==> config.mk <==
export PLATFORM = sky130hd
export DESIGN_NAME = dispatcher_top
export DESIGN_NICKNAME = d
export VERILOG_FILES = /design/src/design/dispatch_pkg.sv /design/src/design/dispatcher_top.sv /design/src/design/tile_write_stage.sv /design/src/design/dispatch_read_seq.sv /design/src/design/dispatch_control.sv
export SDC_FILE = /design/constraint.sdc
export NUM_CORES = 1
export LEC_CHECK = 0
export BUFFER_PORTS_ARGS = -buffer_cell sky130_fd_sc_hd__buf_2
export CELL_PAD_IN_SITES_DETAIL_PLACEMENT = 0
export CELL_PAD_IN_SITES_GLOBAL_PLACEMENT = 1
export CORE_AREA = 4 4 461 463
export CTS_CLUSTER_DIAMETER = 40
export DETAILED_ROUTE_END_ITERATION = 16
export DIE_AREA = 0 0 465 467
export GPL_TIMING_DRIVEN = 0
export PLACE_DENSITY_LB_ADDON = 0.1
export REMOVE_ABC_BUFFERS = 1
export SYNTH_ARGS = -nofsm -noshare
export SYNTH_HDL_FRONTEND = slang
export SYNTH_SLANG_ARGS = --single-unit
==> constraint.sdc <==
create_clock -name i_clk -period 26.4 [get_ports i_clk]
set_clock_uncertainty 0.1 [all_clocks]
set_input_delay 5.28 -clock i_clk [delete_from_list [all_inputs] [get_ports i_clk]]
set_output_delay 5.28 -clock i_clk [all_outputs]
set_load 0.01 [all_outputs]
==> src/design/dispatch_pkg.sv <==
// Dispatcher widths, command and configuration structs, buffer and tile port structs
`default_nettype none

package dispatch_pkg;

    // ==============================
    // Widths and sizes
    // ==============================
    localparam int NUM_TILES    = 24;  // Tiles in the enable mask
    localparam int TILE_IDX_W   = 5;   // Tile index width
    localparam int BUF_ADDR_W   = 9;   // Dispatcher buffer address, wraps
    localparam int TILE_ADDR_W  = 9;   // Tile memory address, wraps
    localparam int MAN_W        = 256; // Mantissa line
    localparam int EXP_W        = 8;   // Exponent
    localparam int LINES_PER_NV = 4;   // Lines per native vector
    localparam int LINE_CNT_W   = 10;  // Line counter, holds batch lines
    localparam int CNT_W        = 8;   // Vector count and batch size fields
    localparam int CMD_ADDR_W   = 16;  // Tile address field in the command

    // ==============================
    // Command and configuration
    // ==============================
    // Command as presented with i_disp_en
    typedef struct packed {
        logic [CNT_W-1:0]      nv_cnt;     // Native vectors to move
        logic [CNT_W-1:0]      batch_size; // Native vectors per batch
        logic [CMD_ADDR_W-1:0] tile_addr;  // Only low TILE_ADDR_W bits used
        logic [NUM_TILES-1:0]  tile_en;    // Enabled tiles
        logic                  right;      // 1 = right side
        logic                  broadcast;  // 1 = broadcast, 0 = distribute
    } disp_cmd_t;

    // Captured command plus derived values
    typedef struct packed {
        logic [NUM_TILES-1:0]   tile_en;
        logic                   right;
        logic                   broadcast;
        logic [TILE_ADDR_W-1:0] tile_addr;     // Start destination
        logic [CNT_W-1:0]       num_tiles;     // Popcount of tile_en
        logic [LINE_CNT_W-1:0]  batch_lines;   // batch_size * LINES_PER_NV
        logic [CNT_W-1:0]       total_batches; // nv_cnt / batch_size
    } disp_cfg_t;

    // ==============================
    // Memory ports
    // ==============================
    typedef struct packed {
        logic                  en;
        logic [BUF_ADDR_W-1:0] addr;
    } buf_rd_req_t;

    typedef struct packed {
        logic [MAN_W-1:0] man;
        logic [EXP_W-1:0] exp;
    } buf_rd_data_t;

    typedef struct packed {
        logic                   en;
        logic [TILE_ADDR_W-1:0] addr;
        logic [MAN_W-1:0]       man;
        logic [EXP_W-1:0]       exp;
    } tile_wr_t;

    // Read sequencer to write stage, one per read request
    typedef struct packed {
        logic                   valid;
        logic [TILE_IDX_W-1:0]  tile_idx;
        logic [TILE_ADDR_W-1:0] dst_addr;
    } rd_beat_t;

endpackage

`default_nettype wire
==> src/design/dispatcher_top.sv <==
// Dispatcher top: control, read sequencer and tile write stage
`timescale 1ns/1ps
`default_nettype none

module dispatcher_top (
    input  logic                       i_clk,
    input  logic                       i_reset_n,

    // Command
    input  logic                       i_disp_en,
    input  dispatch_pkg::disp_cmd_t    i_disp_cmd,
    output logic                       o_disp_done,

    // Dispatcher buffer reads
    output dispatch_pkg::buf_rd_req_t  o_left_rd_req,
    output dispatch_pkg::buf_rd_req_t  o_right_rd_req,
    input  dispatch_pkg::buf_rd_data_t i_left_rd_data,
    input  dispatch_pkg::buf_rd_data_t i_right_rd_data,

    // Tile memory writes
    output dispatch_pkg::tile_wr_t     o_left_wr,
    output dispatch_pkg::tile_wr_t     o_right_wr,
    output logic [dispatch_pkg::NUM_TILES-1:0] o_tile_wr_mask
);

    import dispatch_pkg::*;

    disp_cfg_t cfg;        // Captured command
    rd_beat_t  beat;       // Read side to write side
    logic      start;
    logic      read_done;
    logic      wr_pending;

    // ==============================
    // Command FSM
    // ==============================
    dispatch_control u_ctrl (
        .i_clk        (i_clk),
        .i_reset_n    (i_reset_n),
        .i_disp_en    (i_disp_en),
        .i_disp_cmd   (i_disp_cmd),
        .i_read_done  (read_done),
        .i_wr_pending (wr_pending),
        .o_cfg        (cfg),
        .o_start      (start),
        .o_disp_done  (o_disp_done)
    );

    // ==============================
    // Read sequencer
    // ==============================
    dispatch_read_seq u_rd_seq (
        .i_clk          (i_clk),
        .i_reset_n      (i_reset_n),
        .i_start        (start),
        .i_cfg          (cfg),
        .o_left_rd_req  (o_left_rd_req),
        .o_right_rd_req (o_right_rd_req),
        .o_beat         (beat),
        .o_read_done    (read_done)
    );

    // ==============================
    // Write stage
    // ==============================
    tile_write_stage u_wr_stage (
        .i_clk           (i_clk),
        .i_reset_n       (i_reset_n),
        .i_cfg           (cfg),
        .i_beat          (beat),
        .i_left_rd_data  (i_left_rd_data),
        .i_right_rd_data (i_right_rd_data),
        .o_left_wr       (o_left_wr),
        .o_right_wr      (o_right_wr),
        .o_tile_wr_mask  (o_tile_wr_mask),
        .o_wr_pending    (wr_pending)
    );

endmodule

`default_nettype wire

==> src/design/tile_write_stage.sv <==
// Tile write stage: read latency alignment, side steering, tile write mask
`timescale 1ns/1ps
`default_nettype none

module tile_write_stage (
    input  logic                       i_clk,
    input  logic                       i_reset_n,
    input  dispatch_pkg::disp_cfg_t    i_cfg,
    input  dispatch_pkg::rd_beat_t     i_beat,
    input  dispatch_pkg::buf_rd_data_t i_left_rd_data,  // Registered buffer output
    input  dispatch_pkg::buf_rd_data_t i_right_rd_data,
    output dispatch_pkg::tile_wr_t     o_left_wr,
    output dispatch_pkg::tile_wr_t     o_right_wr,
    output logic [dispatch_pkg::NUM_TILES-1:0] o_tile_wr_mask,
    output logic                       o_wr_pending
);

    import dispatch_pkg::*;

    logic                   wr_valid;    // Beat delayed by buffer latency
    logic [TILE_IDX_W-1:0]  wr_tile_idx;
    logic [TILE_ADDR_W-1:0] wr_addr;
    logic [NUM_TILES-1:0]   onehot;

    // ==============================
    // One-cycle alignment
    // ==============================
    always_ff @(posedge i_clk) begin
        if (!i_reset_n) begin
            wr_valid <= 1'b0;
        end else begin
            wr_valid <= i_beat.valid;
        end
    end

    // Payload follows valid
    always_ff @(posedge i_clk) begin
        wr_tile_idx <= i_beat.tile_idx;
        wr_addr     <= i_beat.dst_addr;
    end

    assign o_wr_pending = wr_valid;

    // ==============================
    // Side steering
    // ==============================
    assign o_left_wr.en   = wr_valid && !i_cfg.right;
    assign o_left_wr.addr = wr_addr;
    assign o_left_wr.man  = i_left_rd_data.man;  // Pass through
    assign o_left_wr.exp  = i_left_rd_data.exp;

    assign o_right_wr.en   = wr_valid && i_cfg.right;
    assign o_right_wr.addr = wr_addr;
    assign o_right_wr.man  = i_right_rd_data.man;
    assign o_right_wr.exp  = i_right_rd_data.exp;

    // ==============================
    // Tile write mask
    // ==============================
    assign onehot = NUM_TILES'(1) << wr_tile_idx;

    always_comb begin
        o_tile_wr_mask = '0; // No write, no tiles
        if (wr_valid) begin
            if (i_cfg.broadcast) begin
                o_tile_wr_mask = i_cfg.tile_en; // Every enabled tile at once
            end else begin
                o_tile_wr_mask = onehot;
            end
        end
    end

endmodule

`default_nettype wire

==> src/design/dispatch_read_seq.sv <==
// Dispatch read sequencer: source address, tile index, destination and batch counters
`timescale 1ns/1ps
`default_nettype none

module dispatch_read_seq (
    input  logic                      i_clk,
    input  logic                      i_reset_n,
    input  logic                      i_start,     // Load counters
    input  dispatch_pkg::disp_cfg_t   i_cfg,
    output dispatch_pkg::buf_rd_req_t o_left_rd_req,
    output dispatch_pkg::buf_rd_req_t o_right_rd_req,
    output dispatch_pkg::rd_beat_t    o_beat,
    output logic                      o_read_done  // Held until next start
);

    import dispatch_pkg::*;

    logic [BUF_ADDR_W-1:0]  src_addr;  // Dispatcher buffer read address
    logic [TILE_IDX_W-1:0]  tile_idx;  // Tile of the current batch
    logic [TILE_ADDR_W-1:0] dst_base;  // Destination of line 0 of the batch
    logic [LINE_CNT_W-1:0]  line_cnt;  // Line within batch
    logic [CNT_W-1:0]       batch_cnt; // Batch passes so far
    logic                   active;    // Requests issued while high

    logic                   batch_end;
    logic                   tile_wrap;
    logic                   last_batch;
    logic [LINE_CNT_W-1:0]  lines_m1;

    // ==============================
    // Batch boundaries
    // ==============================
    assign lines_m1   = i_cfg.batch_lines - LINE_CNT_W'(1);
    assign batch_end  = (line_cnt == lines_m1);
    assign tile_wrap  = (CNT_W'(tile_idx) == i_cfg.num_tiles - CNT_W'(1));
    assign last_batch = (batch_cnt == i_cfg.total_batches - CNT_W'(1));

    // Run and done flags
    always_ff @(posedge i_clk) begin
        if (!i_reset_n) begin
            active      <= 1'b0;
            o_read_done <= 1'b0;
        end else if (i_start) begin
            active      <= 1'b1;
            o_read_done <= 1'b0;
        end else if (active && batch_end && last_batch) begin
            active      <= 1'b0; // Last request was this cycle
            o_read_done <= 1'b1;
        end
    end

    // ==============================
    // Address and index counters
    // ==============================
    always_ff @(posedge i_clk) begin
        if (!i_reset_n) begin
            src_addr  <= '0;
            tile_idx  <= '0;
            dst_base  <= '0;
            line_cnt  <= '0;
            batch_cnt <= '0;
        end else if (i_start) begin
            src_addr  <= '0;
            tile_idx  <= '0;
            dst_base  <= i_cfg.tile_addr; // From the command just accepted
            line_cnt  <= '0;
            batch_cnt <= '0;
        end else if (active) begin
            src_addr <= src_addr + BUF_ADDR_W'(1); // Sequential by default
            line_cnt <= line_cnt + LINE_CNT_W'(1);
            if (batch_end) begin
                line_cnt  <= '0;
                batch_cnt <= batch_cnt + CNT_W'(1);
                if (tile_wrap) begin
                    tile_idx <= '0;
                    if (!i_cfg.broadcast) begin
                        // Distribute: every tile has had a batch, move down
                        dst_base <= dst_base + i_cfg.batch_lines[TILE_ADDR_W-1:0];
                    end
                end else begin
                    tile_idx <= tile_idx + TILE_IDX_W'(1);
                    if (i_cfg.broadcast) begin
                        // Broadcast: replay the same batch for the next tile
                        src_addr <= src_addr - lines_m1[BUF_ADDR_W-1:0];
                    end
                end
            end
        end
    end

    // ==============================
    // Outputs
    // ==============================
    assign o_left_rd_req.en   = active && !i_cfg.right;
    assign o_left_rd_req.addr = src_addr;
    assign o_right_rd_req.en   = active && i_cfg.right;
    assign o_right_rd_req.addr = src_addr;

    assign o_beat.valid    = active;
    assign o_beat.tile_idx = tile_idx;
    assign o_beat.dst_addr = dst_base + line_cnt[TILE_ADDR_W-1:0]; // Wraps

endmodule

`default_nettype wire

==> src/design/dispatch_control.sv <==
// Dispatch command capture, derived parameters and idle/busy/done FSM
`timescale 1ns/1ps
`default_nettype none

module dispatch_control (
    input  logic                    i_clk,
    input  logic                    i_reset_n,
    input  logic                    i_disp_en,    // One-cycle strobe
    input  dispatch_pkg::disp_cmd_t i_disp_cmd,
    input  logic                    i_read_done,  // Level from read sequencer
    input  logic                    i_wr_pending, // Write stage still holds a beat
    output dispatch_pkg::disp_cfg_t o_cfg,
    output logic                    o_start,      // Pulse, cycle after acceptance
    output logic                    o_disp_done
);

    import dispatch_pkg::*;

    typedef enum logic [1:0] {
        ST_IDLE = 2'd0,
        ST_BUSY = 2'd1,
        ST_DONE = 2'd2
    } state_t;

    state_t state_q, state_d;
    logic   accept;

    // Number of set bits in the tile mask
    function automatic logic [CNT_W-1:0] popcount(input logic [NUM_TILES-1:0] bits);
        logic [CNT_W-1:0] cnt;
        cnt = '0;
        for (int i = 0; i < NUM_TILES; i++) begin
            cnt = cnt + CNT_W'(bits[i]);
        end
        return cnt;
    endfunction

    assign accept = (state_q == ST_IDLE) && i_disp_en; // Busy strobes are dropped

    // ==============================
    // FSM
    // ==============================
    always_comb begin
        state_d = state_q;
        case (state_q)
            ST_IDLE: begin
                if (accept) begin
                    state_d = ST_BUSY;
                end
            end
            ST_BUSY: begin
                // Read done is stale while start is high
                if (!o_start && i_read_done && !i_wr_pending) begin
                    state_d = ST_DONE;
                end
            end
            ST_DONE: state_d = ST_IDLE; // Single cycle
            default: state_d = ST_IDLE;
        endcase
    end

    always_ff @(posedge i_clk) begin
        if (!i_reset_n) begin
            state_q <= ST_IDLE;
            o_start <= 1'b0;
        end else begin
            state_q <= state_d;
            o_start <= accept;
        end
    end

    // ==============================
    // Command capture
    // ==============================
    always_ff @(posedge i_clk) begin
        if (!i_reset_n) begin
            o_cfg <= '0;
        end else if (accept) begin
            o_cfg.tile_en     <= i_disp_cmd.tile_en;
            o_cfg.right       <= i_disp_cmd.right;
            o_cfg.broadcast   <= i_disp_cmd.broadcast;
            o_cfg.tile_addr   <= i_disp_cmd.tile_addr[TILE_ADDR_W-1:0]; // Low bits only
            o_cfg.num_tiles   <= popcount(i_disp_cmd.tile_en);
            o_cfg.batch_lines <= LINE_CNT_W'(i_disp_cmd.batch_size)
                                 * LINE_CNT_W'(LINES_PER_NV);
            // Integer division, remainder vectors are not sent
            o_cfg.total_batches <= i_disp_cmd.nv_cnt / i_disp_cmd.batch_size;
        end
    end

    assign o_disp_done = (state_q == ST_DONE);

endmodule

`default_nettype wire

# After elaboration in Yosys (flattened, before gate mapping)
# Index checks and enable logic that the tools add are counted.
[op_classes] n_addsub=33 div_mod_pow=1 n_eq_ne=8 shift=1 muxes=17 bitwise=1 n_reduce_logical=21
[op_table] operator="8-bit by 1-bit adder with 8-bit output" n=22
[op_table] operator="9-bit 2-to-1 mux" n=8
[op_table] operator="24-bit 2-to-1 mux" n=2
[op_table] operator="1-bit by 5-bit << shifter with 24-bit output (first input constant)" n=1
[op_table] operator="9-bit adder" n=2
[op_table] operator="8-bit by 1-bit subtractor with 8-bit output (second input constant)" n=2
[op_table] operator="10-bit by 1-bit adder with 10-bit output (second input constant)" n=1
[op_table] operator="10-bit == test" n=1
[op_table] operator="10-bit 2-to-1 mux" n=1
[op_table] operator="10-bit by 1-bit subtractor with 10-bit output (second input constant)" n=1
[op_table] operator="9-bit by 1-bit adder with 9-bit output (second input constant)" n=1
[op_table] operator="1-bit logical AND" n=9
[op_table] operator="9-bit subtractor" n=1
[op_table] operator="8-bit by 1-bit adder with 8-bit output (second input constant)" n=1
[op_table] operator="8-bit by 8-bit divider with 8-bit output" n=1
[op_table] operator="5-bit by 8-bit == test with 1-bit output" n=1
[op_table] operator="8-bit == test" n=1
[op_table] operator="2-bit nonzero test" n=4
[op_table] operator="5-bit by 1-bit adder with 5-bit output (second input constant)" n=1
[op_table] operator="5-bit 2-to-1 mux" n=1
[op_table] operator="2-bit 2-to-1 mux" n=2
[op_table] operator="2-bit by 1-bit inequality test with 1-bit output (second input constant)" n=2
[op_table] operator="2-bit case mux with 2 select lines" n=1
[op_table] operator="2-bit AND reduction" n=2
[op_table] operator="other kinds (10)" n=13
[word_totals] register_bits=120 in_bits=589 out_inout_bits=593 word_cells=101

# Depth between registers and ports, before layout
# Gate-level depths: netlist of the first run.
[logic_depth] word_depth=23 ltp_mapped=47 ltp_nobuf=47

# Cells and area by module
# From an unflattened synthesis of the first run, not the netlist that was laid out.
[unflattened] cells_unflattened=1620 hier_area_um2=13096.3
[modules_own_cells] mod="tile_write_stage" n_inst=1 cells_each=596 area_per_inst_um2=4748.3 seq_area_each_um2=300.3
[modules_own_cells] mod="dispatch_control" n_inst=1 cells_each=513 area_per_inst_um2=4255.3 seq_area_each_um2=1181.1
[modules_own_cells] mod="dispatch_read_seq" n_inst=1 cells_each=511 area_per_inst_um2=4092.7 seq_area_each_um2=860.8

# Worst setup path after synthesis of the first run
# Ideal clock, no wire load.
[synth_path] path_kind="input port to flip-flop" startpoint="input i_disp_cmd[49] in the netlist's numbering" endpoint="register u_ctrl.o_cfg[0] in the netlist's numbering" setup_time_ns=0.122 arrival_time_ns=14.820 t_required_ns=26.178 slack_ns=11.358 cell_stages=44 n_path_buf=0 path_cell_list="nor4_1 -> nand3_1 -> nor2_1 -> a21oi_1 -> a21oi_1 -> ha_1 -> nor3_1 -> a221oi_1 -> o22a_1 -> ha_1 -> o211ai_1 -> a211o_1 -> o221a_2 -> or2_2 -> ha_1 -> a21o_1 -> o211ai_1 -> nand2_1 -> [... 8 more ...] -> a21oi_1 -> a21boi_0 -> o31ai_2 -> o21ai_0 -> ha_1 -> o21a_1 -> o21a_1 -> o21ai_0 -> a211oi_1 -> o21a_1 -> o21ai_1 -> mux2_2 -> ha_1 -> a21o_1 -> a211oi_1 -> o21ai_0 -> o211ai_1 -> a21oi_1"
[synth_via] elab_chain_len=1
[synth_rtl] element="start: declaration" line="dispatcher_top.sv:11" text="input dispatch_pkg::disp_cmd_t i_disp_cmd,"
[synth_rtl] element="8-bit by 8-bit divider with 8-bit output" line="dispatch_control.sv:87" text="o_cfg.total_batches <= i_disp_cmd.nv_cnt / i_disp_cmd.batch_size;"
[synth_rtl] element="end: declaration" line="dispatch_control.sv:12" text="output dispatch_pkg::disp_cfg_t o_cfg,"
# Every way passes these cells.
# A chain may end at the register's enable or synchronous reset.

# Worst setup path after layout of the first run
# Ends and elaborated chain as after synthesis.

==> results.sh, run 1 <==
export IMPL_outcome="finished, final reports clean"
export IMPL_vias=11580
export IMPL_fmax_mhz=56.51
export IMPL_ir_drop_mv=0.05883
export IMPL_ys_flop_type="dfxtp_1"
export IMPL_synth_top_area_share_pct=32.71
export IMPL_async_flop_share_pct=0
export IMPL_setup_tns_ns=0
export IMPL_nNetsFinal=1799
export IMPL_p_per_area_nw_per_um2=51.65
export IMPL_cts_resized_gates=0
export IMPL_dp_final_hpwl_um=355900
export IMPL_arrival_ns=18.00
export IMPL_drc=0
export IMPL_antenna_found_initial=21
export IMPL_synthMuxAreaShare_pct=2.272
export IMPL_grt_pass1_vias=9861
export IMPL_ys_seq_elements=117
export IMPL_synth_top_family_by_area="buffers and inverters"
export IMPL_hold_viol=0
export IMPL_critical_path_required_ns=26.70
export IMPL_cts_tree="done"
export IMPL_cp_slowest_cell="o21ai_1"
export IMPL_fin_crit_sh_pct=67.03
export IMPL_leakage_nw=4.368
export IMPL_yosys_warnings=0
export IMPL_path_max_fanout=10
export IMPL_hp_class="reg -> reg"
export IMPL_clk_latency_ns=0.52
export IMPL_ff2ff_setup_slack_ns=21.75
export IMPL_postRouteAntennaNets=0
export IMPL_tightest_slew_ns=1.382
export IMPL_ys_seq_area_share_pct=18.66
export IMPL_wire_per_inst_um=92.87
export IMPL_core_um2=208700
export IMPL_wl_um=366500
export IMPL_cts_reportedPaths_clkPinSlew_ns=0.07
export IMPL_synthSimpleGateAreaFrac_pct=14.20
export IMPL_path_buf_inv=1
export IMPL_grt_max_degree=56
export IMPL_rsz0062_at_grt="no"
export IMPL_h_tree_depth=4
export IMPL_setup_ws_ns=8.703
export IMPL_final_cell_mix="138 x nand2_1, 117 x buf_2, 117 x dfxtp_1"
export IMPL_crit_type="in -> reg"
export IMPL_synth_adder_area_share_pct=10.21
export IMPL_drive_above_1_share_pct=15.99
export IMPL_synth_avg_cell_area_um2=7.986
export IMPL_synth_distinct_cells=71
export IMPL_hold_buffers=0
export IMPL_die_width_um=465
export IMPL_place_ws_ns=7.751
export IMPL_port_buffers=118
export IMPL_netlist_area_um2=12550
export IMPL_via_per_inst=2.935
export IMPL_synth_xor_area_share_pct=5.023
export IMPL_setup_viol_count_final=0
export IMPL_drt_iter0_drc=1312
export IMPL_synth_edf_count=0
export IMPL_start_util_pct=6.015
export IMPL_endpoint_kind="register"
export IMPL_min_period_ns=17.70
export IMPL_dieArea_um2=217200
export IMPL_synth_compound_area_share_pct=13.35
export IMPL_first_pass_iters=5
export IMPL_timing_max_cap_violations=0
export IMPL_area_growth_pct=4.794
export IMPL_relSlewSlack_pct=7.762
export IMPL_slew_violations=0
export IMPL_cts_setup_buffers=0
export IMPL_n_fill_cell=24480
export IMPL_cts_sink_count=117
export IMPL_die_height_um=467
export IMPL_numCtsBuffers=17
export IMPL_place_gp_congestion=1.207
export IMPL_crit_family="compound AO/OA/AOI/OAI gates"
export IMPL_final_common_cell="nand2_1"
export IMPL_grt_pass1_wl_um=391300
export IMPL_cp_slowest_stage_delay_ns=0.75
export IMPL_boundaryPins=1182
export IMPL_rows=168
export IMPL_clk_root_buffer_cell="clkbuf_16"
export IMPL_syn_inst=1572
export IMPL_critPathLaunchType="input pin"
export IMPL_grt_usage_pct=32.68
export IMPL_cts_buffer_depth=2
export IMPL_synthTopCellsByArea="buf_4 33%, dfxtp_1 19%, ha_1 7.2%"
export IMPL_grt_ovfl_total=0
export IMPL_yosys_area_top_type="buf_4"
synth_stat cells, types with 7 or more instances:
cell	number
fa_1	19
a21boi_0	50
inv_1	65
and2_1	9
nand3_1	16
o21ai_0	43
ha_1	72
o21a_1	17
nand2b_1	8
a21o_1	14
and3_1	7
nand2_1	139
dfxtp_1	117
mux2i_1	15
mux2_2	12
buf_4	547
a22oi_1	18
nor2_1	60
nand4_1	15
nor3_1	30
a21oi_1	44
clkbuf_1	42
nor2b_1	43
nor4_1	9
xor2_1	28
xnor2_1	36
o211ai_1	11
metal layers:
metal / GRT usage [%] / up-vias / share of wire [%]
met4: 29.82 / 82 / 11
met2: 55.13 / 2511 / 47
met1: 8.751 / 4852 / 10
li1: - / 3801 / -
met5: 23.85 / - / 2.0
met3: 45.73 / 334 / 29
worst register-to-register path, stage by stage, from the launching register on:
cell and delay (ns):
dfxtp_1 0.49, inv_1 0.14, ha_1 0.28, nor3b_1 0.44, mux2_2 0.39, a211oi_1 0.30, and4_1 0.66, nand4b_1 0.93
or3_1 0.69, a31oi_1 0.16
flip-flops by register name, summed over array words and instances, names as in the netlist:
signal,cells
u_ctrl.state_q,2
u_rd_seq.tile_idx,5
u_rd_seq.batch_cnt,8
u_wr_stage.wr_tile_idx,5
u_wr_stage.wr_addr,9
u_rd_seq.o_read_done,1
u_rd_seq.src_addr,9
u_ctrl.o_start,1
u_rd_seq.dst_base,9
u_wr_stage.o_wr_pending,1
u_rd_seq.line_cnt,10
u_rd_seq.active,1
u_ctrl.o_cfg,56
through the flow:
step | cells | power, mW | hold WS, ns | cell area [um2] | utilization [%]
after detailed placement | 3905 | 0.3978 | 0.3509 | 12470 | 5.976
after CTS | 3937 | 0.6933 | 0.3646 | 13130 | 6.292
after global placement | 3900 | 0.3989 | 0.3581 | 12340 | 5.913
after global routing | 3939 | 0.7178 | 0.3884 | 13140 | 6.295
final | 3946 | 0.6795 | 0.3770 | 13160 | 6.303
after floorplan | 977 | 0.3234 | 0.2804 | 8243 | -
area by class of cell:
type                            count  area, um2  area share [%]
Inverter                           65      244.0           1.854
Sequential cell                   117       2342           17.80
Clock inverter                     10      166.4           1.265
Clock buffer                       22      494.2           3.757
Antenna cell                        9      22.52          0.1712
Multi-Input combinational cell    795       5682           43.19
Timing Repair Buffer              123      695.7           5.288
Tap cell                         2805       3510           26.68
path summary, 6_finish.rpt:
kind,start,endpoint,cells past startpoint
worst max register to register,u_ctrl.o_cfg[10]$_SDFFE_PN0P_,u_rd_seq.dst_base[8]$_SDFFE_PN0P_,9
worst min-delay path,u_ctrl.o_cfg[47]$_SDFFE_PN0P_,u_ctrl.o_cfg[47]$_SDFFE_PN0P_,2
worst min register to register,u_ctrl.o_cfg[47]$_SDFFE_PN0P_,u_ctrl.o_cfg[47]$_SDFFE_PN0P_,2
worst max-delay path,i_disp_cmd[49],u_ctrl.o_cfg[0]$_SDFFE_PN0P_,47
cell families after synthesis:
logic type / count (synthesis)
buffers and inverters: 660
and+or+nand+nor: 365
AOI/OAI and AO/OA: 245
DFF: 117
adders and majority gates: 91
xor gates and xnor gates: 67
muxes: 27
where the power goes:
group	internal, mW	switching (mW)	total [mW]	leakage (nW)
sequential	0.185	0.0158	0.201	0.953
combinational	0.0822	0.108	0.190	3.10
clock	0.171	0.117	0.288	0.319
Power figures use the tool's default switching activity.
==> inputs of run 2 (changes only) <==
clock period = 17.5 ns   (was 26.4 ns; I/O delays follow)
==> results.sh, run 2 (same netlist as run 1, synthesis figures left out) <==
export IMPL_outcome="finished, final reports clean"
export IMPL_h_tree_depth=4
export IMPL_place_gp_congestion=1.207
export IMPL_largestRegisters="u_ctrl.o_cfg (56), u_rd_seq.line_cnt (10)"
export IMPL_final_common_cell="nand2_1"
export IMPL_endpoint_kind="register"
export IMPL_slew_violations=0
export IMPL_postRouteAntennaNets=0
export IMPL_fmax_mhz=63.88
export IMPL_port_buffers=118
export IMPL_hp_class="reg -> reg"
export IMPL_regMostFlops="u_ctrl.o_cfg"
export IMPL_wl_um=366500
export IMPL_r2r_end="u_rd_seq.dst_base[8]$_SDFFE_PN0P_"
export IMPL_ir_drop_mv=0.08874
export IMPL_start_util_pct=6.015
export IMPL_fin_crit_sh_pct=89.45
export IMPL_die_width_um=465
export IMPL_cp_slowest_cell="nor4_2"
export IMPL_antenna_found_initial=21
export IMPL_ff2ff_setup_slack_ns=12.85
export IMPL_critical_path_required_ns=17.80
export IMPL_r2r_cells=9
export IMPL_vias=11580
export IMPL_hold_start="u_ctrl.o_cfg[47]$_SDFFE_PN0P_"
export IMPL_path_buf_inv=1
export IMPL_hold_end="u_ctrl.o_cfg[47]$_SDFFE_PN0P_"
export IMPL_relSlewSlack_pct=7.762
export IMPL_dp_final_hpwl_um=355900
export IMPL_place_area_um2=12470
export IMPL_timing_rr_start="u_ctrl.o_cfg[10]$_SDFFE_PN0P_"
export IMPL_drt_iter0_drc=1311
export IMPL_cts_reportedPaths_clkPinSlew_ns=0.07
export IMPL_setup_viol_count_final=0
export IMPL_final_cell_mix="138 x nand2_1, 117 x buf_2, 117 x dfxtp_1"
export IMPL_setup_ws_ns=1.846
export IMPL_crit_family="compound AO/OA/AOI/OAI gates"
export IMPL_tightest_slew_ns=1.382
export IMPL_crit_top_cell="ha_1"
export IMPL_drc=0
export IMPL_fin_area_um2=13160
export IMPL_first_pass_iters=5
export IMPL_leakage_nw=4.368
export IMPL_min_period_ns=15.65
export IMPL_wire_per_inst_um=92.87
export IMPL_grt_ovfl_total=0
export IMPL_setup_tns_ns=0
export IMPL_nNetsFinal=1799
export IMPL_critPathLaunchType="input pin"
export IMPL_hold_viol=0
export IMPL_rsz0062_at_grt="no"
export IMPL_cp_slowest_stage_delay_ns=0.74
export IMPL_grt_usage_pct=32.68
export IMPL_via_per_inst=2.935
export IMPL_crit_type="in -> reg"
export IMPL_clk_latency_ns=0.52
export IMPL_n_fill_cell=24480
export IMPL_finish_utilization_pct=6.305
export IMPL_area_growth_pct=4.823
export IMPL_grt_pass1_wl_um=391300
export IMPL_core_um2=208700
export IMPL_hold_depth=2
export IMPL_largest_reg_flops=56
export IMPL_final_cells=3946
export IMPL_path_max_fanout=10
export IMPL_grt_pass1_vias=9861
export IMPL_numCtsBuffers=17
export IMPL_drive_above_1_share_pct=16.08
export IMPL_arrival_ns=15.95
export IMPL_boundaryPins=1182
export IMPL_timing_max_cap_violations=0
export IMPL_dieArea_um2=217200
export IMPL_die_height_um=467
export IMPL_fin_hold_ws_ns=0.3770
export IMPL_grt_max_degree=56
export IMPL_p_per_area_nw_per_um2=77.91
export IMPL_dp_cells=3905
export IMPL_place_ws_ns=0.6313
export IMPL_fin_total_pwr_mw=1.025
export IMPL_clk_root_buffer_cell="clkbuf_16"
export IMPL_rows=168
export IMPL_cts_buffer_depth=2
export IMPL_cts_sink_count=117
export IMPL_cts_tree="done"
==> run 2: cell types whose count changed in the layout (fill, tap and decap cells not counted) <==
cell     delta
o21ai_2     +1
o21ai_1     -1
==> run 2: cell type report <==
| type | count | area (um2) | share of cell area, % |
|---|---|---|---|
| Sequential cell | 117 | 2342 | 17.80 |
| Tap cell | 2805 | 3510 | 26.67 |
| Clock inverter | 10 | 166.4 | 1.265 |
| Timing Repair Buffer | 123 | 695.7 | 5.286 |
| Multi-Input combinational cell | 795 | 5685 | 43.20 |
| Inverter | 65 | 244.0 | 1.854 |
| Clock buffer | 22 | 494.2 | 3.755 |
| Antenna cell | 9 | 22.52 | 0.1711 |
==> run 2: timing repair <==
item | 4_1_cts | 5_1_grt
setup buffers | 0 | 0
hold buffers | 0 | 0
resized for setup | 0 | 1
setup endpoints to repair | 0 | 1
==> run 2: how the worst max path moves through the flow <==
stage	from	endpoint	depth (start not counted)
finish	i_disp_cmd[49]	u_ctrl.o_cfg[0]$_SDFFE_PN0P_	47
detailed placement	i_disp_cmd[49]	u_ctrl.o_cfg[0]$_SDFFE_PN0P_	47
global route	i_disp_cmd[49]	u_ctrl.o_cfg[0]$_SDFFE_PN0P_	47
CTS	i_disp_cmd[49]	u_ctrl.o_cfg[0]$_SDFFE_PN0P_	47
global placement	i_disp_cmd[49]	u_ctrl.o_cfg[0]$_SDFFE_PN0P_	47
floorplan	i_disp_cmd[49]	u_ctrl.o_cfg[0]$_SDFFE_PN0P_	44
==> run 2: report_power, final <==
group	switching [mW]	internal, mW	total, mW
clock	0.177	0.258	0.435
sequential	0.0238	0.280	0.303
combinational	0.163	0.124	0.287
==> run 2: per-layer routing <==
metal	GRT usage (%)	vias to the layer above	share of wire, %
met3	45.73	334	29
met5	23.85	-	2.0
met1	8.751	4851	10
met2	55.13	2513	47
met4	29.82	82	11
li1	-	3800	-
==> run 2: worst min-delay path, delay by kind of cell (launching register included) <==
family / cells / cell delay (ns)
AO/OA/AOI/OAI: 1 / 0.07
flip-flops: 1 / 0.31
AND/OR/NAND/NOR: 1 / 0.05
